### src/entropy_pack_pkg.sv
// ==================================================
// widths and bus structs of the entropy pack back end
// tokens are at most 27 bits, words are 32 bits
// every code, amplitude and length field is unsigned
// ==================================================
package entropy_pack_pkg;

    localparam int code_w  = 16;                 // huffman code width
    localparam int extra_w = 11;                 // amplitude width
    localparam int tok_w   = 27;                 // merged token width
    localparam int len_w   = 5;                  // token and code length field
    localparam int xlen_w  = 4;                  // amplitude length field
    localparam int word_w  = 32;                 // output word width
    localparam int bytes_w = 3;                  // byte count of a flush word

    localparam logic [len_w-1:0] tok_len_max = len_w'(tok_w); // longest token

    // barrel shifter widths inside the stuffer
    localparam int sh1_w = tok_w + 24;           // after the byte shift
    localparam int sh2_w = tok_w + 30;           // after the 2-bit shift
    localparam int sh3_w = tok_w + 31;           // after the 1-bit shift
    localparam int ovf_w = sh3_w - word_w;       // bits that spill into the next word

    // one input symbol, both parts lsb aligned
    typedef struct packed {
        logic [code_w-1:0]  code;                // huffman code
        logic [len_w-1:0]   code_len;            // 1..16
        logic [extra_w-1:0] extra;               // bits above extra_len are junk
        logic [xlen_w-1:0]  extra_len;           // 0..11
    } huff_sym_t;

    typedef struct packed {
        logic [tok_w-1:0] data;                  // msb aligned, zero below len
        logic [len_w-1:0] len;                   // 1..27
    } stuff_token_t;

    typedef struct packed {
        logic [word_w-1:0]  data;                // msb is the oldest bit
        logic [bytes_w-1:0] bytes;               // 0 on a full word
    } packed_word_t;

endpackage

### src/huff_token_merge.sv
// ==================================================
// joins a huffman code and its amplitude bits
// into one msb aligned token, one cycle of latency
// code_len plus extra_len must not exceed 27
// code bits above code_len are expected to be zero
// ==================================================
module huff_token_merge (
    input  logic                           xclk,
    input  logic                           rst,
    input  entropy_pack_pkg::huff_sym_t    sym,         // code and amplitude, lsb aligned
    input  logic                           sym_valid,
    input  logic                           flush_in,    // never together with sym_valid
    output entropy_pack_pkg::stuff_token_t token,
    output logic                           token_valid,
    output logic                           flush_tok    // flush kept in line with tokens
);

    logic [entropy_pack_pkg::extra_w-1:0] extra_mask;  // ones below extra_len
    logic [entropy_pack_pkg::extra_w-1:0] extra_clean;
    logic [entropy_pack_pkg::len_w-1:0]   tok_len;
    logic [entropy_pack_pkg::len_w-1:0]   code_sh;     // free bits under the code
    logic [entropy_pack_pkg::len_w-1:0]   extra_sh;    // free bits under the amplitude
    logic [entropy_pack_pkg::tok_w-1:0]   code_top;
    logic [entropy_pack_pkg::tok_w-1:0]   extra_top;

    // drop the junk above extra_len, all ones survive a shift by 11
    assign extra_mask  = ~({entropy_pack_pkg::extra_w{1'b1}} << sym.extra_len);
    assign extra_clean = sym.extra & extra_mask;

    assign tok_len  = sym.code_len + {1'b0, sym.extra_len}; // at most 27
    assign code_sh  = entropy_pack_pkg::tok_len_max - sym.code_len;
    assign extra_sh = entropy_pack_pkg::tok_len_max - tok_len;

    // code goes to the top of the field
    assign code_top = {{(entropy_pack_pkg::tok_w - entropy_pack_pkg::code_w){1'b0}},
                       sym.code} << code_sh;

    // amplitude sits right under the code
    assign extra_top = {{(entropy_pack_pkg::tok_w - entropy_pack_pkg::extra_w){1'b0}},
                        extra_clean} << extra_sh;

    always_ff @(posedge xclk) begin
        if (rst) begin
            token_valid <= 1'b0;
            flush_tok   <= 1'b0;
        end else begin
            token_valid <= sym_valid;
            flush_tok   <= flush_in;                // same delay as the tokens
        end
    end

    // token payload only moves with a symbol
    always_ff @(posedge xclk) begin
        if (sym_valid) begin
            token.data <= code_top | extra_top;     // no overlap once masked
            token.len  <= tok_len;
        end
    end

endmodule

### src/bit_stuffer_27_32.sv
// ==================================================
// packs msb aligned 1..27 bit tokens into 32-bit words
// three cycles from token or flush to dv and flush_out
// token bits below len must be zero, no back-pressure
// a flush never comes in the same cycle as a token
// ==================================================
module bit_stuffer_27_32 (
    input  logic                           xclk,
    input  logic                           rst,
    input  entropy_pack_pkg::stuff_token_t token,       // msb aligned, zero below len
    input  logic                           token_valid,
    input  logic                           flush_in,    // handled as a zero-length item
    output entropy_pack_pkg::packed_word_t word,
    output logic                           dv,
    output logic                           flush_out
);

    typedef struct packed {
        logic                               tok;   // token in this stage
        logic                               fl;    // flush in this stage
        logic                               carry; // item completes a word
        logic [entropy_pack_pkg::len_w-1:0] pos;   // fill position before the item
    } stage_ctl_t;

    logic [entropy_pack_pkg::len_w-1:0]  fill_pos;  // bits pending, mod 32
    logic [entropy_pack_pkg::len_w:0]    fill_sum;  // msb is the word carry
    stage_ctl_t                          ctl1;
    stage_ctl_t                          ctl2;
    logic [entropy_pack_pkg::sh1_w-1:0]  data1;
    logic [entropy_pack_pkg::sh2_w-1:0]  data2;
    logic [entropy_pack_pkg::word_w-1:0] mask2;     // ones where new bits land
    logic [entropy_pack_pkg::sh3_w-1:0]  data3;
    logic [entropy_pack_pkg::word_w-1:0] hold;      // partial word being built
    logic [entropy_pack_pkg::word_w-1:0] merged;
    logic [entropy_pack_pkg::len_w:0]    bits_up;   // pending bits rounded toward bytes

    assign fill_sum = {1'b0, fill_pos} + {1'b0, token.len};

    // stage 1, position bookkeeping and the byte shift
    always_ff @(posedge xclk) begin
        if (rst) begin
            fill_pos <= '0;
            ctl1     <= '0;
        end else begin
            if (flush_in) begin
                fill_pos <= '0;                         // next token starts at bit 31
            end else if (token_valid) begin
                fill_pos <= fill_sum[entropy_pack_pkg::len_w-1:0];
            end
            ctl1.tok   <= token_valid;
            ctl1.fl    <= flush_in;
            ctl1.carry <= token_valid & fill_sum[entropy_pack_pkg::len_w];
            ctl1.pos   <= fill_pos;                     // pending count for a flush
        end
    end

    always_ff @(posedge xclk) begin
        if (token_valid) begin
            case (fill_pos[4:3])
                2'd0: data1 <= {       token.data, 24'b0};
                2'd1: data1 <= { 8'b0, token.data, 16'b0};
                2'd2: data1 <= {16'b0, token.data,  8'b0};
                2'd3: data1 <= {24'b0, token.data       };
            endcase
        end
    end

    // stage 2, the 2-bit shift and the merge mask
    always_ff @(posedge xclk) begin
        if (rst) begin
            ctl2 <= '0;
        end else begin
            ctl2 <= ctl1;
        end
    end

    always_ff @(posedge xclk) begin
        if (ctl1.tok) begin
            case (ctl1.pos[2:1])
                2'd0: data2 <= {      data1, 6'b0};
                2'd1: data2 <= { 2'b0, data1, 4'b0};
                2'd2: data2 <= { 4'b0, data1, 2'b0};
                2'd3: data2 <= { 6'b0, data1      };
            endcase
        end
        if (ctl1.tok || ctl1.fl) begin
            mask2 <= {entropy_pack_pkg::word_w{1'b1}} >> ctl1.pos; // flush needs it too
        end
    end

    // stage 3, the 1-bit shift merged into the hold register
    assign data3  = ctl2.pos[0] ? {1'b0, data2} : {data2, 1'b0};
    assign merged = (hold & ~mask2)
                  | (data3[entropy_pack_pkg::sh3_w-1 -: entropy_pack_pkg::word_w] & mask2);
    assign bits_up = {1'b0, ctl2.pos} + 6'd7;

    always_ff @(posedge xclk) begin
        if (ctl2.tok) begin
            if (ctl2.carry) begin
                // spilled bits open the next word
                hold <= {data3[entropy_pack_pkg::ovf_w-1:0],
                         {(entropy_pack_pkg::word_w - entropy_pack_pkg::ovf_w){1'b0}}};
            end else begin
                hold <= merged;
            end
        end
    end

    always_ff @(posedge xclk) begin
        if (ctl2.tok && ctl2.carry) begin
            word.data  <= merged;                       // full word
            word.bytes <= '0;
        end else if (ctl2.fl) begin
            word.data  <= hold & ~mask2;                // pending bits, zero fill
            word.bytes <= bits_up[entropy_pack_pkg::len_w -: entropy_pack_pkg::bytes_w];
        end
    end

    always_ff @(posedge xclk) begin
        if (rst) begin
            dv        <= 1'b0;
            flush_out <= 1'b0;
        end else begin
            dv        <= (ctl2.tok & ctl2.carry) | (ctl2.fl & (ctl2.pos != '0));
            flush_out <= ctl2.fl;                       // pulses even with nothing pending
        end
    end

endmodule

### src/entropy_pack_top.sv
// ==================================================
// symbol to 32-bit word packer, four cycles deep
// flush_in must not share a cycle with sym_valid
// every word must be taken, there is no stall
// ==================================================
module entropy_pack_top (
    input  logic                           xclk,
    input  logic                           rst,
    input  entropy_pack_pkg::huff_sym_t    sym,
    input  logic                           sym_valid,   // may strobe every cycle
    input  logic                           flush_in,    // one-cycle pulse
    output entropy_pack_pkg::packed_word_t word,
    output logic                           dv,
    output logic                           flush_out
);

    entropy_pack_pkg::stuff_token_t token;              // merged code and amplitude
    logic                           token_valid;
    logic                           flush_tok;          // flush delayed with the tokens

    huff_token_merge u_merge (
        .xclk        (xclk),
        .rst         (rst),
        .sym         (sym),
        .sym_valid   (sym_valid),
        .flush_in    (flush_in),
        .token       (token),
        .token_valid (token_valid),
        .flush_tok   (flush_tok)
    );

    bit_stuffer_27_32 u_stuff (
        .xclk        (xclk),
        .rst         (rst),
        .token       (token),
        .token_valid (token_valid),
        .flush_in    (flush_tok),
        .word        (word),
        .dv          (dv),
        .flush_out   (flush_out)
    );

endmodule

### config.mk
export PLATFORM = sky130hd
export DESIGN_NAME = entropy_pack_top
export DESIGN_NICKNAME = d
export VERILOG_FILES = /design/src/entropy_pack_pkg.sv /design/src/huff_token_merge.sv /design/src/bit_stuffer_27_32.sv /design/src/entropy_pack_top.sv
export SDC_FILE = /design/constraint.sdc
export NUM_CORES = 1
export LEC_CHECK = 0
export ABC_AREA = 1
export BUFFER_PORTS_ARGS = -buffer_cell sky130_fd_sc_hd__buf_4
export CORE_MARGIN = 2
export CORE_UTILIZATION = 50
export DETAILED_ROUTE_END_ITERATION = 6
export GPL_TIMING_DRIVEN = 0
export PLACE_DENSITY = 0.67
export SLEW_MARGIN = 25
export SYNTH_ARGS = -nofsm -noshare
export SYNTH_HDL_FRONTEND = slang
export SYNTH_SLANG_ARGS = --single-unit
### constraint.sdc
create_clock -name xclk -period 4.5 [get_ports xclk]
set_input_delay 0.675 -clock xclk [delete_from_list [all_inputs] [get_ports xclk]]
set_output_delay 0.675 -clock xclk [all_outputs]
set_load 0.02 [all_outputs]
==> metrics <==
outcome complete, no violations; Routability Congestion 0.960; Least-Margin Pin Slew 0.815 ns; Skew-Pair Late Insertion Delay 0.56 ns; Seq/Total Area, Yosys 55.5%; max_slew headroom 45.1%; all-layer global routing usage 28.4%; die area 28700 sq um; setup bufs post-CTS 0; Core Rows 60; Initial DRT Pass Iterations 5; placed cells 1961; DP HPWL 31200 um; count of flip-flops with a built-in enable after synthesis 234; Post-Syn Area 13700 sq um; CTS buffer count 28; Crit path arrival time 3.90 ns; R2R depth 5; Routed WL per cell 20.1 um; Final Hold Viols 0; clk slew on worst S/H paths 0.06 ns; Final WS setup 0.950 ns; Startpoint Class input pin; Post-Syn Area per Cell 8.86 sq um; most area-consuming cells after synthesis edfxtp_1 (51%), nand2_1 (9.0%), nand3_1 (5.8%); Final min period 3.55 ns; pwr dens 399 nW/um^2; Fin Clk Skew 0.0299 ns; Setup-failing EPs final 0; diodes inserted 0; Synth area leader edfxtp_1; Overflow after GRT 0; worst slack at placement 0.446 ns; most common cell after layout, fill and taps aside nand2_1; root buffer cell clkbuf_16; WS Path Type in -> reg; Yosys top cell area share 51.4%; Tcrit/Tclk final 78.9%; FMAX 282 MHz; Syn. warnings 0; total wire length 40500 um; worst-path fanout max 11; fin cells 2012; Die Height 169 um; Initial Util 50.8%; initial drt markers 1447; RSZ-0062 raised after global routing no; share of layout cells above drive strength 1 9.22%; die width 169 um; H-tree depth 1; reg2reg end u_stuff.data1[17]; core area 26900 sq um; Avg Vias per Cell 5.81; fraction of registers with async set/reset 0%; Worst Hold Class in -> reg; Setup crit end u_merge.token[10]; VDD IR max 0.350 mV; Final Power 6.22 mW; Hold-fix buffers, CTS 0; Cell variety after synth 45; Cells after Synth 1543; Max-Cap Viols 0; first-pass GRT wire length 62400 um; clock sink count 262; Nets 1703; vias in the first global route 11200; CTS Buffer Depth 3; Residual DRC 0; largest net degree at the start of global routing 59; layout overhead on the synthesized area 14.2%; most frequent cells in the layout nand2_1 (326), edfxtp_1 (234), inv_1 (175), nand3_1 (158), nor2_1 (142); Syn Nets 1596; flop2flop setup slack 2.29 ns; Critical Path RT 4.85 ns; CTS tree done; Leak 6.22 nW; Yosys reg bits 262; routed vias 11700; setup_tns 0 ns; CP startpoint sym[16]; ys flop type edfxtp_1; max-slew violation count 0; R2R Path Start u_stuff.fill_pos[4]; initial antenna violation count 0; Routed Antenna Nets 0; I/O Pins 77; post-cts resize count 0; Worst setup EP type flip-flop; Port Buf Inserts 76
[synthesized netlist by cell type, types with 2 or more instances]
library cell	n
o21ai_1	5
nand3b_1	4
clkbuf_1	62
buf_4	2
nand4_1	6
clkinv_1	3
ha_1	11
xor2_1	3
dfxtp_1	28
o22ai_1	44
inv_2	3
a2bb2oi_1	7
o31ai_1	3
nand3_1	158
edfxtp_1	234
o2111ai_1	24
nor3_1	3
a221o_1	2
nor2_8	2
a21boi_0	2
a221oi_1	8
a31oi_1	2
fa_1	2
o211ai_1	4
nand2_1	327
o21a_1	2
buf_2	14
a22oi_1	6
o221ai_1	20
a21oi_1	97
and2_1	2
buf_1	3
nor2_1	142
inv_1	176
o21ai_0	122
[power breakdown]
group	switching [mW]	internal, mW
clock	0.964	1.35
sequential	0.111	2.84
combinational	0.666	0.293
total	1.74	4.48
[registers in the layout, summed over array words and instances (netlist names)]
| register | cells |
|---|---|
| u_merge.flush_tok | 1 |
| u_merge.token | 32 |
| u_merge.token_valid | 1 |
| u_stuff.ctl1 | 8 |
| u_stuff.ctl2 | 8 |
| u_stuff.data1 | 51 |
| u_stuff.data2 | 57 |
| u_stuff.dv | 1 |
| u_stuff.fill_pos | 5 |
| u_stuff.flush_out | 1 |
| u_stuff.hold | 31 |
| u_stuff.mask2 | 31 |
| u_stuff.word | 35 |
[logic make-up after synthesis]
kind of cell / synth area share (%)
simple gates: 19.9
fa+ha+maj: 1.30
compound gates: 15.3
xor+xnor: 0.495
flops: 55.5
mux: 0.0732
buf+inv: 7.41
[metal layers]
layer | vias up | wire [um] | global-route usage, %
met5 | - | 0 | 0
met4 | 0 | 1360 | 9.81
met3 | 84 | 2410 | 2.99
met2 | 485 | 20000 | 50.0
met1 | 5535 | 16700 | 36.5
li1 | 5589 | - | -
[metrics by stage]
stage / hold slack [ns] / util (%) / cell area, sq um
after floorplan: 0.388 / - / 13700
after global placement: 0.394 / 54.6 / 14700
after detailed placement: 0.393 / 54.7 / 14700
after CTS: 0.341 / 58.1 / 15600
after global routing: 0.355 / 58.1 / 15600
final: 0.348 / 58.1 / 15600
[worst max-delay path, cell delays in order]
cell and delay [ns]:
buf_4 0.08, buf_2 0.20, inv_1 0.07, buf_2 0.19, fa_1 0.46, xnor2_2 0.32
clkbuf_1 0.48, ha_1 0.21, buf_1 0.34, inv_1 0.23, nor2_2 0.21, buf_4 0.20
nand2_1 0.06, o21ai_0 0.17
[worst min path at each step]
stage | start | endpoint | slack, ns | cells after the start
floorplan | u_stuff.ctl1[5] | u_stuff.ctl2[5] | 0.39 | 2
detailed placement | u_stuff.ctl1[5] | u_stuff.ctl2[5] | 0.39 | 2
CTS | flush_in | u_merge.flush_tok | 0.34 | 3
global placement | u_stuff.ctl1[5] | u_stuff.ctl2[5] | 0.39 | 2
finish | flush_in | u_merge.flush_tok | 0.35 | 3
global route | flush_in | u_merge.flush_tok | 0.35 | 3
[area by class of cell]
type	count	area [sq um]
buffer	81	329
clock buffer	32	737
clock inverter	19	181
fill	2400	11300
inverter	182	683
multi-input combinational	1018	5070
sequential	262	7600
tap	341	427
timing repair buffer	77	591
Note: power is estimated with default switching activity, not from simulation.
